--- config.mk ---
export PLATFORM = sky130hd
export DESIGN_NAME = shot_subsystem
export DESIGN_NICKNAME = d
export VERILOG_FILES = /design/src/shot_pkg.sv /design/src/shot_decode.sv /design/src/shot_scale.sv /design/src/shot_hit_check.sv /design/src/shot_score.sv /design/src/shot_subsystem.sv
export SDC_FILE = /design/constraint.sdc
export NUM_CORES = 1
export LEC_CHECK = 0
export BUFFER_PORTS_ARGS = -buffer_cell sky130_fd_sc_hd__buf_2
export CELL_PAD_IN_SITES_DETAIL_PLACEMENT = 1
export CELL_PAD_IN_SITES_GLOBAL_PLACEMENT = 1
export CORE_MARGIN = 3
export CORE_UTILIZATION = 43
export CTS_CLUSTER_SIZE = 14
export DETAILED_ROUTE_END_ITERATION = 8
export GPL_ROUTABILITY_DRIVEN = 1
export PLACE_DENSITY = 0.77
export SYNTH_ARGS = -nofsm -noshare
export SYNTH_HDL_FRONTEND = slang
export SYNTH_SLANG_ARGS = --single-unit
--- constraint.sdc ---
create_clock -name clk -period 2.9 [get_ports clk]
set_input_delay 0 -clock clk [delete_from_list [all_inputs] [get_ports clk]]
set_output_delay 0 -clock clk [all_outputs]
set_load 0.01 [all_outputs]
--- src/shot_pkg.sv ---
// shot handling package
// game mode, shot record types and the constants shared by the
// decode, scale, hit check and score stages

package shot_pkg;

    // data path widths
    localparam int POS_W   = 10;
    localparam int SCORE_W = 16;
    localparam int MISS_W  = 8;

    typedef enum logic {
        SOLO  = 1'b0,
        MULTI = 1'b1
    } g_mode;

    // captured or scaled shot
    typedef struct packed {
        logic [POS_W-1:0] xpos;
        logic [POS_W-1:0] ypos;
        g_mode            mode;
    } shot_t;

    // judged shot
    typedef struct packed {
        logic [POS_W-1:0] xpos;
        logic [POS_W-1:0] ypos;
        g_mode            mode;
        logic             hit;
    } hit_t;

    localparam logic [POS_W-1:0] SCREEN_H    = 10'd768;  // visible lines
    localparam logic [POS_W-1:0] TARGET_HALF = 10'd32;   // half side of target square

    localparam logic [SCORE_W-1:0] SOLO_POINTS  = 16'd10;
    localparam logic [SCORE_W-1:0] MULTI_POINTS = 16'd20;
    localparam logic [SCORE_W-1:0] SCORE_MAX    = 16'd65535;
    localparam logic [MISS_W-1:0]  MISS_MAX     = 8'd255;

    // multi mode x band edges, lower bound of each band
    localparam logic [POS_W-1:0] X_BRK_0    = 10'd155;
    localparam logic [POS_W-1:0] X_BRK_1    = 10'd255;
    localparam logic [POS_W-1:0] X_BRK_2    = 10'd355;
    localparam logic [POS_W-1:0] X_BRK_3    = 10'd669;
    localparam logic [POS_W-1:0] X_BRK_4    = 10'd769;
    localparam logic [POS_W-1:0] X_BRK_5    = 10'd869;
    localparam logic [POS_W-1:0] X_FAR_EDGE = 10'd1000;

    // multi mode y band edges
    localparam logic [POS_W-1:0] Y_BRK_0    = 10'd195;  // inclusive upper edge of the zero band
    localparam logic [POS_W-1:0] Y_BRK_1    = 10'd300;  // inclusive upper edge of the shifted band
    localparam logic [POS_W-1:0] Y_BRK_2    = 10'd450;
    localparam logic [POS_W-1:0] Y_BRK_3    = 10'd510;
    localparam logic [POS_W-1:0] Y_BRK_4    = 10'd550;
    localparam logic [POS_W-1:0] Y_FAR_EDGE = 10'd738;

    // band offsets
    localparam logic [POS_W-1:0] X_OFS_0 = 10'd120;  // subtracted
    localparam logic [POS_W-1:0] X_OFS_1 = 10'd100;  // subtracted
    localparam logic [POS_W-1:0] X_OFS_2 = 10'd50;   // subtracted
    localparam logic [POS_W-1:0] X_OFS_3 = 10'd20;   // added
    localparam logic [POS_W-1:0] Y_OFS_0 = 10'd85;   // subtracted
    localparam logic [POS_W-1:0] Y_OFS_1 = 10'd40;   // added

endpackage

--- src/shot_decode.sv ---
// shot decode stage
// finds the rising edge of the click level, drops presses below
// the visible screen and captures position and mode of the press

`timescale 1ns/1ps

module shot_decode (
    input  logic                         clk,
    input  logic                         rst,
    input  logic                         click,
    input  logic [shot_pkg::POS_W-1:0]   mouse_xpos,
    input  logic [shot_pkg::POS_W-1:0]   mouse_ypos,
    input  shot_pkg::g_mode              game_mode,
    output logic                         cap_valid,
    output shot_pkg::shot_t              cap_shot
);

    logic click_q;  // click level from last edge
    logic press;
    logic on_screen;

    assign press     = click && !click_q;
    assign on_screen = (mouse_ypos < shot_pkg::SCREEN_H);

    // control state
    always_ff @(posedge clk) begin
        if (rst) begin
            click_q   <= 1'b0;
            cap_valid <= 1'b0;
        end else begin
            click_q   <= click;
            cap_valid <= press && on_screen;
        end
    end

    // payload, sampled with the press so later mode changes
    // leave the shot alone
    always_ff @(posedge clk) begin
        cap_shot.xpos <= mouse_xpos;
        cap_shot.ypos <= mouse_ypos;
        cap_shot.mode <= game_mode;
    end

    // a press needs a low cycle before the next one
    property p_no_back_to_back;
        @(posedge clk) disable iff (rst)
        cap_valid |=> !cap_valid;
    endproperty

    a_no_back_to_back : assert property (p_no_back_to_back)
        else $error("cap_valid high on two consecutive cycles");

endmodule

--- src/shot_scale.sv ---
// shot scale stage
// maps a captured shot into playfield coordinates
// solo shots pass through and multi shots get a piecewise rescale per axis
// the mode used is the one captured with the shot

`timescale 1ns/1ps

module shot_scale (
    input  logic            clk,
    input  logic            rst,
    input  logic            cap_valid,
    input  shot_pkg::shot_t cap_shot,
    output logic            scl_valid,
    output shot_pkg::shot_t scl_shot
);

    logic [shot_pkg::POS_W-1:0] x_multi;
    logic [shot_pkg::POS_W-1:0] y_multi;
    logic [shot_pkg::POS_W-1:0] x_nxt;
    logic [shot_pkg::POS_W-1:0] y_nxt;

    // x bands checked low to high
    always_comb begin
        if (cap_shot.xpos < shot_pkg::X_BRK_0) begin
            x_multi = '0;                                       // left margin
        end else if (cap_shot.xpos < shot_pkg::X_BRK_1) begin
            x_multi = cap_shot.xpos - shot_pkg::X_OFS_0;
        end else if (cap_shot.xpos < shot_pkg::X_BRK_2) begin
            x_multi = cap_shot.xpos - shot_pkg::X_OFS_1;
        end else if (cap_shot.xpos < shot_pkg::X_BRK_3) begin
            x_multi = cap_shot.xpos - shot_pkg::X_OFS_2;
        end else if (cap_shot.xpos < shot_pkg::X_BRK_4) begin
            x_multi = cap_shot.xpos;                            // centre band unchanged
        end else if (cap_shot.xpos < shot_pkg::X_BRK_5) begin
            x_multi = cap_shot.xpos + shot_pkg::X_OFS_3;
        end else begin
            x_multi = shot_pkg::X_FAR_EDGE;                     // clamp right side
        end
    end

    // y bands with inclusive first two edges
    always_comb begin
        if (cap_shot.ypos <= shot_pkg::Y_BRK_0) begin
            y_multi = '0;
        end else if (cap_shot.ypos <= shot_pkg::Y_BRK_1) begin
            y_multi = cap_shot.ypos - shot_pkg::Y_OFS_0;
        end else if (cap_shot.ypos < shot_pkg::Y_BRK_2) begin
            y_multi = cap_shot.ypos;
        end else if (cap_shot.ypos < shot_pkg::Y_BRK_3) begin
            y_multi = cap_shot.ypos + shot_pkg::Y_OFS_1;
        end else if (cap_shot.ypos < shot_pkg::Y_BRK_4) begin
            y_multi = shot_pkg::Y_BRK_4;                        // flat step
        end else begin
            y_multi = shot_pkg::Y_FAR_EDGE;
        end
    end

    // pick by the shot's own mode
    always_comb begin
        case (cap_shot.mode)
            shot_pkg::MULTI: begin
                x_nxt = x_multi;
                y_nxt = y_multi;
            end
            shot_pkg::SOLO: begin
                x_nxt = cap_shot.xpos;
                y_nxt = cap_shot.ypos;
            end
        endcase
    end

    always_ff @(posedge clk) begin
        if (rst) begin
            scl_valid <= 1'b0;
        end else begin
            scl_valid <= cap_valid;
        end
    end

    always_ff @(posedge clk) begin
        scl_shot.xpos <= x_nxt;
        scl_shot.ypos <= y_nxt;
        scl_shot.mode <= cap_shot.mode;
    end

    // exactly one cycle through this stage
    property p_one_cycle_fwd;
        @(posedge clk) disable iff (rst)
        cap_valid |=> scl_valid;
    endproperty

    a_one_cycle_fwd : assert property (p_one_cycle_fwd)
        else $error("scl_valid missing one cycle after cap_valid");

endmodule

--- src/shot_hit_check.sv ---
// shot hit check stage
// judges the scaled shot against a square target centred on the target position
// hit when both axis distances are within the half side

`timescale 1ns/1ps

module shot_hit_check (
    input  logic                         clk,
    input  logic                         rst,
    input  logic                         scl_valid,
    input  shot_pkg::shot_t              scl_shot,
    input  logic [shot_pkg::POS_W-1:0]   target_xpos,
    input  logic [shot_pkg::POS_W-1:0]   target_ypos,
    output logic                         hit_valid,
    output shot_pkg::hit_t               hit_info
);

    logic [shot_pkg::POS_W-1:0] dx;
    logic [shot_pkg::POS_W-1:0] dy;
    logic                       hit_nxt;

    // unsigned distance without a sign bit
    function automatic logic [shot_pkg::POS_W-1:0] abs_diff(
        input logic [shot_pkg::POS_W-1:0] a,
        input logic [shot_pkg::POS_W-1:0] b
    );
        if (a >= b) begin
            return a - b;
        end
        return b - a;
    endfunction

    assign dx      = abs_diff(scl_shot.xpos, target_xpos);
    assign dy      = abs_diff(scl_shot.ypos, target_ypos);
    assign hit_nxt = (dx <= shot_pkg::TARGET_HALF) && (dy <= shot_pkg::TARGET_HALF);

    always_ff @(posedge clk) begin
        if (rst) begin
            hit_valid <= 1'b0;
        end else begin
            hit_valid <= scl_valid;
        end
    end

    // target sampled here at the same edge as the shot
    always_ff @(posedge clk) begin
        hit_info.xpos <= scl_shot.xpos;
        hit_info.ypos <= scl_shot.ypos;
        hit_info.mode <= scl_shot.mode;
        hit_info.hit  <= hit_nxt;
    end

endmodule

--- src/shot_score.sv ---
// shot score stage
// forwards the judged shot and keeps the saturating score and
// miss count, points per hit depend on the shot's mode

`timescale 1ns/1ps

module shot_score (
    input  logic                          clk,
    input  logic                          rst,
    input  logic                          hit_valid,
    input  shot_pkg::hit_t                hit_info,
    output logic                          result_valid,
    output shot_pkg::hit_t                result,
    output logic [shot_pkg::SCORE_W-1:0]  score,
    output logic [shot_pkg::MISS_W-1:0]   miss_count
);

    logic [shot_pkg::SCORE_W-1:0] points;
    logic [shot_pkg::SCORE_W:0]   score_sum;  // one carry bit
    logic [shot_pkg::SCORE_W-1:0] score_nxt;
    logic [shot_pkg::MISS_W-1:0]  miss_nxt;

    assign points = (hit_info.mode == shot_pkg::MULTI) ? shot_pkg::MULTI_POINTS
                                                       : shot_pkg::SOLO_POINTS;

    assign score_sum = {1'b0, score} + {1'b0, points};

    always_comb begin
        score_nxt = score;
        miss_nxt  = miss_count;
        if (hit_valid && hit_info.hit) begin
            if (score_sum > {1'b0, shot_pkg::SCORE_MAX}) begin
                score_nxt = shot_pkg::SCORE_MAX;              // clamp at ceiling
            end else begin
                score_nxt = score_sum[shot_pkg::SCORE_W-1:0];
            end
        end else if (hit_valid && (miss_count != shot_pkg::MISS_MAX)) begin
            miss_nxt = miss_count + 1'b1;
        end
    end

    always_ff @(posedge clk) begin
        if (rst) begin
            result_valid <= 1'b0;
            score        <= '0;
            miss_count   <= '0;
        end else begin
            result_valid <= hit_valid;
            score        <= score_nxt;   // totals land with result_valid
            miss_count   <= miss_nxt;
        end
    end

    always_ff @(posedge clk) begin
        result <= hit_info;
    end

    // score only moves up between resets
    property p_score_monotonic;
        @(posedge clk) disable iff (rst)
        1'b1 |=> (score >= $past(score));
    endproperty

    a_score_monotonic : assert property (p_score_monotonic)
        else $error("score decreased without reset");

endmodule

--- src/shot_subsystem.sv ---
// shot handling subsystem top
// strobe pipeline of decode, scale, hit check and score,
// four cycles from the sampled press to the result

`timescale 1ns/1ps

module shot_subsystem (
    input  logic                          clk,
    input  logic                          rst,
    input  logic                          click,
    input  logic [shot_pkg::POS_W-1:0]    mouse_xpos,
    input  logic [shot_pkg::POS_W-1:0]    mouse_ypos,
    input  shot_pkg::g_mode               game_mode,
    input  logic [shot_pkg::POS_W-1:0]    target_xpos,
    input  logic [shot_pkg::POS_W-1:0]    target_ypos,
    output logic                          result_valid,
    output shot_pkg::hit_t                result,
    output logic [shot_pkg::SCORE_W-1:0]  score,
    output logic [shot_pkg::MISS_W-1:0]   miss_count
);

    logic            cap_valid;
    shot_pkg::shot_t cap_shot;
    logic            scl_valid;
    shot_pkg::shot_t scl_shot;
    logic            hit_valid;
    shot_pkg::hit_t  hit_info;

    shot_decode u_shot_decode (
        .clk        (clk),
        .rst        (rst),
        .click      (click),
        .mouse_xpos (mouse_xpos),
        .mouse_ypos (mouse_ypos),
        .game_mode  (game_mode),
        .cap_valid  (cap_valid),
        .cap_shot   (cap_shot)
    );

    shot_scale u_shot_scale (
        .clk       (clk),
        .rst       (rst),
        .cap_valid (cap_valid),
        .cap_shot  (cap_shot),
        .scl_valid (scl_valid),
        .scl_shot  (scl_shot)
    );

    shot_hit_check u_shot_hit_check (
        .clk         (clk),
        .rst         (rst),
        .scl_valid   (scl_valid),
        .scl_shot    (scl_shot),
        .target_xpos (target_xpos),
        .target_ypos (target_ypos),
        .hit_valid   (hit_valid),
        .hit_info    (hit_info)
    );

    shot_score u_shot_score (
        .clk          (clk),
        .rst          (rst),
        .hit_valid    (hit_valid),
        .hit_info     (hit_info),
        .result_valid (result_valid),
        .result       (result),
        .score        (score),
        .miss_count   (miss_count)
    );

endmodule

== Word level (Yosys, flattened, before mapping) ==
Index checks and enable logic that the tools add are counted.
Storage, ports and cells
  register bits after elaboration: 115
  latch bits: 0
  bits in writable memories: 0
  bits in read-only memories: 0
  bits of input ports: 44
  output and inout port bits: 47
  logic and storage cells: 81
  memories kept: 0
Cells by class
  add/subtract/negate cells: 12
  multipliers: 0
  div/mod/pow operators: 0
  $lt $le $gt $ge: 17
  equal/unequal tests: 1
  shift-type cells: 0
  multiplexer cells: 21
  bitwise operators: 2
  reduce and logical (&&, ||, !) cells: 7
Operator list (number)
  2-to-1 mux 10 bit: 14
  < comparator 10 bit (second input constant): 5
  case mux 10 bit (2 select lines): 2
  subtractor 10 bit: 4
  < comparator 10 x 9 -> 1 bit (second input constant): 3
  subtractor 10 x 7 -> 10 bit (second input constant): 3
  >= comparator 10 bit: 2
  less-or-equal comparator 10 x 6 -> 1 bit (second input constant): 2
  < comparator 10 x 8 -> 1 bit (second input constant): 2
  adder 16 x 16 -> 17 bit: 1
  > comparator 17 x 16 -> 1 bit (second input constant): 1
  2-to-1 mux 16 bit: 1
  adder 10 x 5 -> 10 bit (second input constant): 1
  adder 10 x 6 -> 10 bit (second input constant): 1
  less-or-equal comparator 10 x 8 -> 1 bit (second input constant): 1
  less-or-equal comparator 10 x 9 -> 1 bit (second input constant): 1
  subtractor 10 x 6 -> 10 bit (second input constant): 1
  adder 8 x 1 -> 8 bit (second input constant): 1
  2-to-1 mux 8 bit: 1
  inequality test 8 bit (second input constant): 1
  logical AND 1 bit: 5
  2-to-1 mux 5 bit: 1
  2-to-1 mux 1 bit: 2
  inverter 1 bit: 2
  other kinds (2): 2

== Depth between registers and ports, before layout ==
  word-level depth: 8
  mapped depth: 12

== By module ==
Synthesis repeated with hierarchy kept, for this count alone.
Unflattened totals
  cells, all modules: 740
  area, all modules: 6473.7 sq um
By module, submodules not included
  shot_scale: instances 1, cells each 301, area an instance 2218.4 sq um, seq. area each 440.4 sq um
  shot_hit_check: instances 1, cells each 242, area an instance 2029.4 sq um, seq. area each 460.4 sq um
  shot_score: instances 1, cells each 171, area an instance 1739.2 sq um, seq. area each 940.9 sq um
  shot_decode: instances 1, cells each 26, area an instance 486.7 sq um, seq. area each 460.4 sq um

== Least setup slack after synthesis ==
OpenSTA, ideal clock, no wires.
  path kind: reg2reg
  from: register u_shot_scale.scl_shot[6] (netlist name)
  to: register u_shot_hit_check.hit_info[0] (netlist name)
  library setup time: 0.061 ns
  data arrival time: 2.490 ns
  required time: 2.839 ns
  path slack: 0.349 ns
  cell stages (with the launch flop): 11
  cell sequence: dfxtp_1 > ha_1 > buf_6 > a21o_4 > o31a_1 > nor3_2 > a32oi_1 > or4_1 > and3_1 > o41ai_1 > and4_1
On the way
  longest elaborated chain between the ends: 5
  elaborated cells on any way between the ends: 8
Ends and longest elaborated chain
  subtractor 10 bit / >= comparator 10 bit (equally long branches): line shot_hit_check.sv:28, shot_hit_check.sv:27
  2-to-1 mux 10 bit / 2-to-1 mux 1 bit (equally long branches): line shot_hit_check.sv:27  | if (a >= b) begin
  2-to-1 mux 10 bit *: line shot_hit_check.sv:30  | return b - a;
  less-or-equal comparator 10 x 6 -> 1 bit *: line shot_hit_check.sv:35  | assign hit_nxt = (dx <= shot_pkg::TARGET_HALF) && (dy <= shot_pkg::TARGET_HALF);
  logical AND 1 bit *: line shot_hit_check.sv:35
  via u_shot_hit_check.hit_nxt: line shot_hit_check.sv:20  | logic hit_nxt;
The timed path passes the listed nets; every way through them passes the cells marked *. The select of a mux whose other input is x is not followed.
A chain may end at the register's enable or synchronous reset.

== Final worst setup path ==
  from: register u_shot_scale.scl_shot[6] (netlist name)
  to: register u_shot_hit_check.hit_info[0] (netlist name)
On the way
  longest elaborated chain between the ends: 5
  elaborated cells on any way between the ends: 8
Ends and longest elaborated chain (line)
  subtractor 10 bit / >= comparator 10 bit (equally long branches): shot_hit_check.sv:28, shot_hit_check.sv:27
  2-to-1 mux 10 bit / 2-to-1 mux 1 bit (equally long branches): shot_hit_check.sv:27
  2-to-1 mux 10 bit *: shot_hit_check.sv:30
  less-or-equal comparator 10 x 6 -> 1 bit *: shot_hit_check.sv:35
  logical AND 1 bit *: shot_hit_check.sv:35
  via u_shot_hit_check.hit_nxt: shot_hit_check.sv:20
Marks and branches as above.

==> flow_metrics.env <==
export IMPL_status="finished, final reports clean"
export IMPL_setup_violations=0
export IMPL_fin_crit_ns=2.83
export IMPL_drive_gt1_frac=0.207
export IMPL_synth_nets=820
export IMPL_hpwl_mm=13.5
export IMPL_route_vias_total=5750
export IMPL_ys_async_sr_fraction=0
export IMPL_grt_pass1_wl_mm=30.0
export IMPL_io_buffers=90
export IMPL_die_y_um=126
export IMPL_switchingPower_uw=1330
export IMPL_fin_util=0.564
export IMPL_tightest_slew_ns=0.586
export IMPL_fin_skew_ns=0.00758
export IMPL_start_kind="flip-flop"
export IMPL_yosysSeqAreaShare=0.375
export IMPL_syn_area_per_cell_um2=8.55
export IMPL_muxShareOfSynthArea=0.0198
export IMPL_slew_headroom=0.604
export IMPL_p_per_area_nw_per_um2=638
export IMPL_finalWeightedCongestion=0.903
export IMPL_whs_path_depth=2
export IMPL_endpoint_kind="flip-flop"
export IMPL_critPathTopFamily="simple AND/OR/NAND/NOR gates"
export IMPL_die_width_um=126
export IMPL_cp_max_fo=6
export IMPL_syn_inst=718
export IMPL_synth_most_common_cell="dfxtp_1"
export IMPL_ant_nets=0
export IMPL_grt_pass1_vias=6116
export IMPL_stdcell_count=1044
export IMPL_io_pin_count=91
export IMPL_ys_ff_latch=115
export IMPL_arrival_ns=3.18
export IMPL_drc=0
export IMPL_total_power_uw=5010
export IMPL_netlist_area_leader_share=0.375
export IMPL_grt_overflow_total=0
export IMPL_cts_sinks=115
export IMPL_root_buffer="clkbuf_16"
export IMPL_diodes=0
export IMPL_synth_xor_area_frac=0.0399
export IMPL_min_delay_start="rst"
export IMPL_nets=954
export IMPL_ys_types=65
export IMPL_clkLatencyLatePin_ns=0.41
export IMPL_numCtsBuffers=17
export IMPL_area_delta_synth_final_pct=27.9
export IMPL_p_clk_frac=0.456
export IMPL_routed_via_density=5.51
export IMPL_grt_max_degree=29
export IMPL_crit_path_start="u_shot_scale.scl_shot[6]$_DFF_P_"
export IMPL_slowest_stage="or4_1"
export IMPL_p_seq_frac=0.354
export IMPL_rr_startpoint="u_shot_scale.scl_shot[6]$_DFF_P_"
export IMPL_htree_levels=4
export IMPL_synth_main_ff_cell="dfxtp_1"
export IMPL_synth_largest_area_cell="dfxtp_1"
export IMPL_synthSimpleGateAreaFrac=0.151
export IMPL_slew_viol_final=0
export IMPL_finalCritPeriodShare=0.976
export IMPL_grt_antenna_before_repair=0
export IMPL_crit_path_cell_trace="ha_2 > nand4_1 > a21oi_2 > o31a_1 > o211ai_1 > xnor2_1 > or4_1 > and3_1 > o41ai_1 > and4_1"
export IMPL_finalHoldViolations=0
export IMPL_yosysWarningCount=0
export IMPL_dp_cells=990
export IMPL_synth_adder_area_share=0.119
export IMPL_cpPeakStageDelay_ns=0.52
export IMPL_cts_tree="done"
export IMPL_reg2reg_depth=10
export IMPL_synth_compound_area_frac=0.235
export IMPL_cap_violations=0
export IMPL_netlist_area_um2=6140
export IMPL_drt_total_wl_mm=18.2
export IMPL_comb_power_share=0.190
export IMPL_clk_path_buf_depth=2
export IMPL_die_area_um2=15800
export IMPL_p_int_uw=3680
export IMPL_crit_cells=10
export IMPL_rows=43
export IMPL_power_switching_share=0.265
export IMPL_irDropWorstVdd_v=0.000435
export IMPL_min_path_type="in -> reg"
export IMPL_wl_per_cell_um=17.4
export IMPL_synth_common_cells="dfxtp_1, a21oi_1, inv_1, ha_1, nand2_1"
export IMPL_p_leak_uw=0.00361
export IMPL_grt_util_all_layers=0.232
export IMPL_critPathRequiredTime_ns=3.25
export IMPL_initial_core_util=0.441
export IMPL_crit_buf_inv=0
export IMPL_synth_top_family_by_area="compound AO/OA/AOI/OAI gates"
export IMPL_clock_fmax_mhz=353
export IMPL_clk_pin_slew_ns=0.05
export IMPL_synth_edf_count=0
export IMPL_core_area_um2=13900
export IMPL_path_class="reg -> reg"
export IMPL_drt_iter0_markers=231
export IMPL_first_pass_iters=4
export IMPL_synth_area_top_cells="dfxtp_1, ha_1, a21oi_1, inv_1, o21ai_0"
flip-flops by register name, summed over array words and instances (netlist names):
signal / count
u_shot_decode.cap_shot: 21
u_shot_decode.cap_valid: 1
u_shot_decode.click_q: 1
u_shot_hit_check.hit_info: 22
u_shot_hit_check.hit_valid: 1
u_shot_scale.scl_shot: 21
u_shot_scale.scl_valid: 1
u_shot_score.miss_count: 8
u_shot_score.result: 22
u_shot_score.result_valid: 1
u_shot_score.score: 16
metrics by stage:
| step | area (µm²) | hold WS, ns | setup TNS, ns | setup WS, ns |
|---|---|---|---|---|
| 2_1_floorplan | 6140 | 0.0277 | 0 | 0.349 |
| 3_3_place_gp | 6910 | 0.102 | 0 | 0.141 |
| 3_5_place_dp | 6910 | 0.104 | -0.00325 | -0.00325 |
| 4_1_cts | 7780 | 0.0308 | 0 | 0.0495 |
| 5_1_grt | 7850 | 0.0600 | -0.0452 | -0.0452 |
| 6_report | 7850 | 0.0450 | 0 | 0.0703 |
logic make-up after synthesis:
family                     Yosys count
AOI/OAI and AO/OA                  224
xor gates and xnor gates            28
adders and majority gates           58
buffers and inverters               93
DFF                                115
muxes                               12
and+or+nand+nor                    188
power by group through the flow:
stage / clock network [µW] / logic (µW) / registers (µW)
2_1_floorplan: 0 / 605 / 1780
3_3_place_gp: 0 / 858 / 1800
3_5_place_dp: 0 / 879 / 1800
4_1_cts: 2330 / 913 / 1770
5_1_grt: 2410 / 1050 / 1790
6_report: 2280 / 951 / 1770
routing by layer:
layer	up-vias	part of all wire	GRT usage
met4	0	0.019	0.0772
met2	136	0.50	0.407
met3	28	0.038	0.0521
met5	-	0	0
li1	2820	-	-
met1	2766	0.44	0.280
path summary, 6_finish.rpt:
path,end,slack [ns]
worst min-delay path,u_shot_score.miss_count[0]$_SDFFE_PP0P_,0.04
worst max register to register,u_shot_hit_check.hit_info[0]$_DFF_P_,0.07
worst min register to register,u_shot_score.result[15]$_DFF_P_,0.33
worst max-delay path,u_shot_hit_check.hit_info[0]$_DFF_P_,0.07
final cells by class:
class / instances / area, µm²
tap: 180 / 225
timing repair buffer: 139 / 873
inverter: 69 / 259
fill: 1656 / 6080
multi-input combinational: 510 / 3540
clock buffer: 21 / 470
sequential: 115 / 2300
clock inverter: 10 / 179
layout by cell type, fill, tap and decap left out, drive strengths merged, types with 5 or more instances in the layout:
master and instances:
a211oi 5, a21boi 6, a21o 11, a21oi 70, a31o 5, a31oi 11
and3 7, buf 117, bufinv 5, clkbuf 21, clkinv 7, dfxtp 115
dlygate4sd3 22, ha 57, inv 67, mux2i 11, nand2 56, nand2b 7
nand3 15, nand4 9, nor2 45, nor2b 12, nor3 13, o211ai 6
o21a 8, o21ai 50, o22ai 6, o311ai 5, o31a 5, o31ai 6
xnor2 16, xor2 12
repair_timing:
action                     in CTS  in global routing
resized for setup               1                 22
hold buffers                   22                  0
hold endpoints to repair       23                  0
pin swaps                       0                  1
setup endpoints to repair       1                  1
setup buffers                   0                  1
Power figures use the tool's default switching activity.
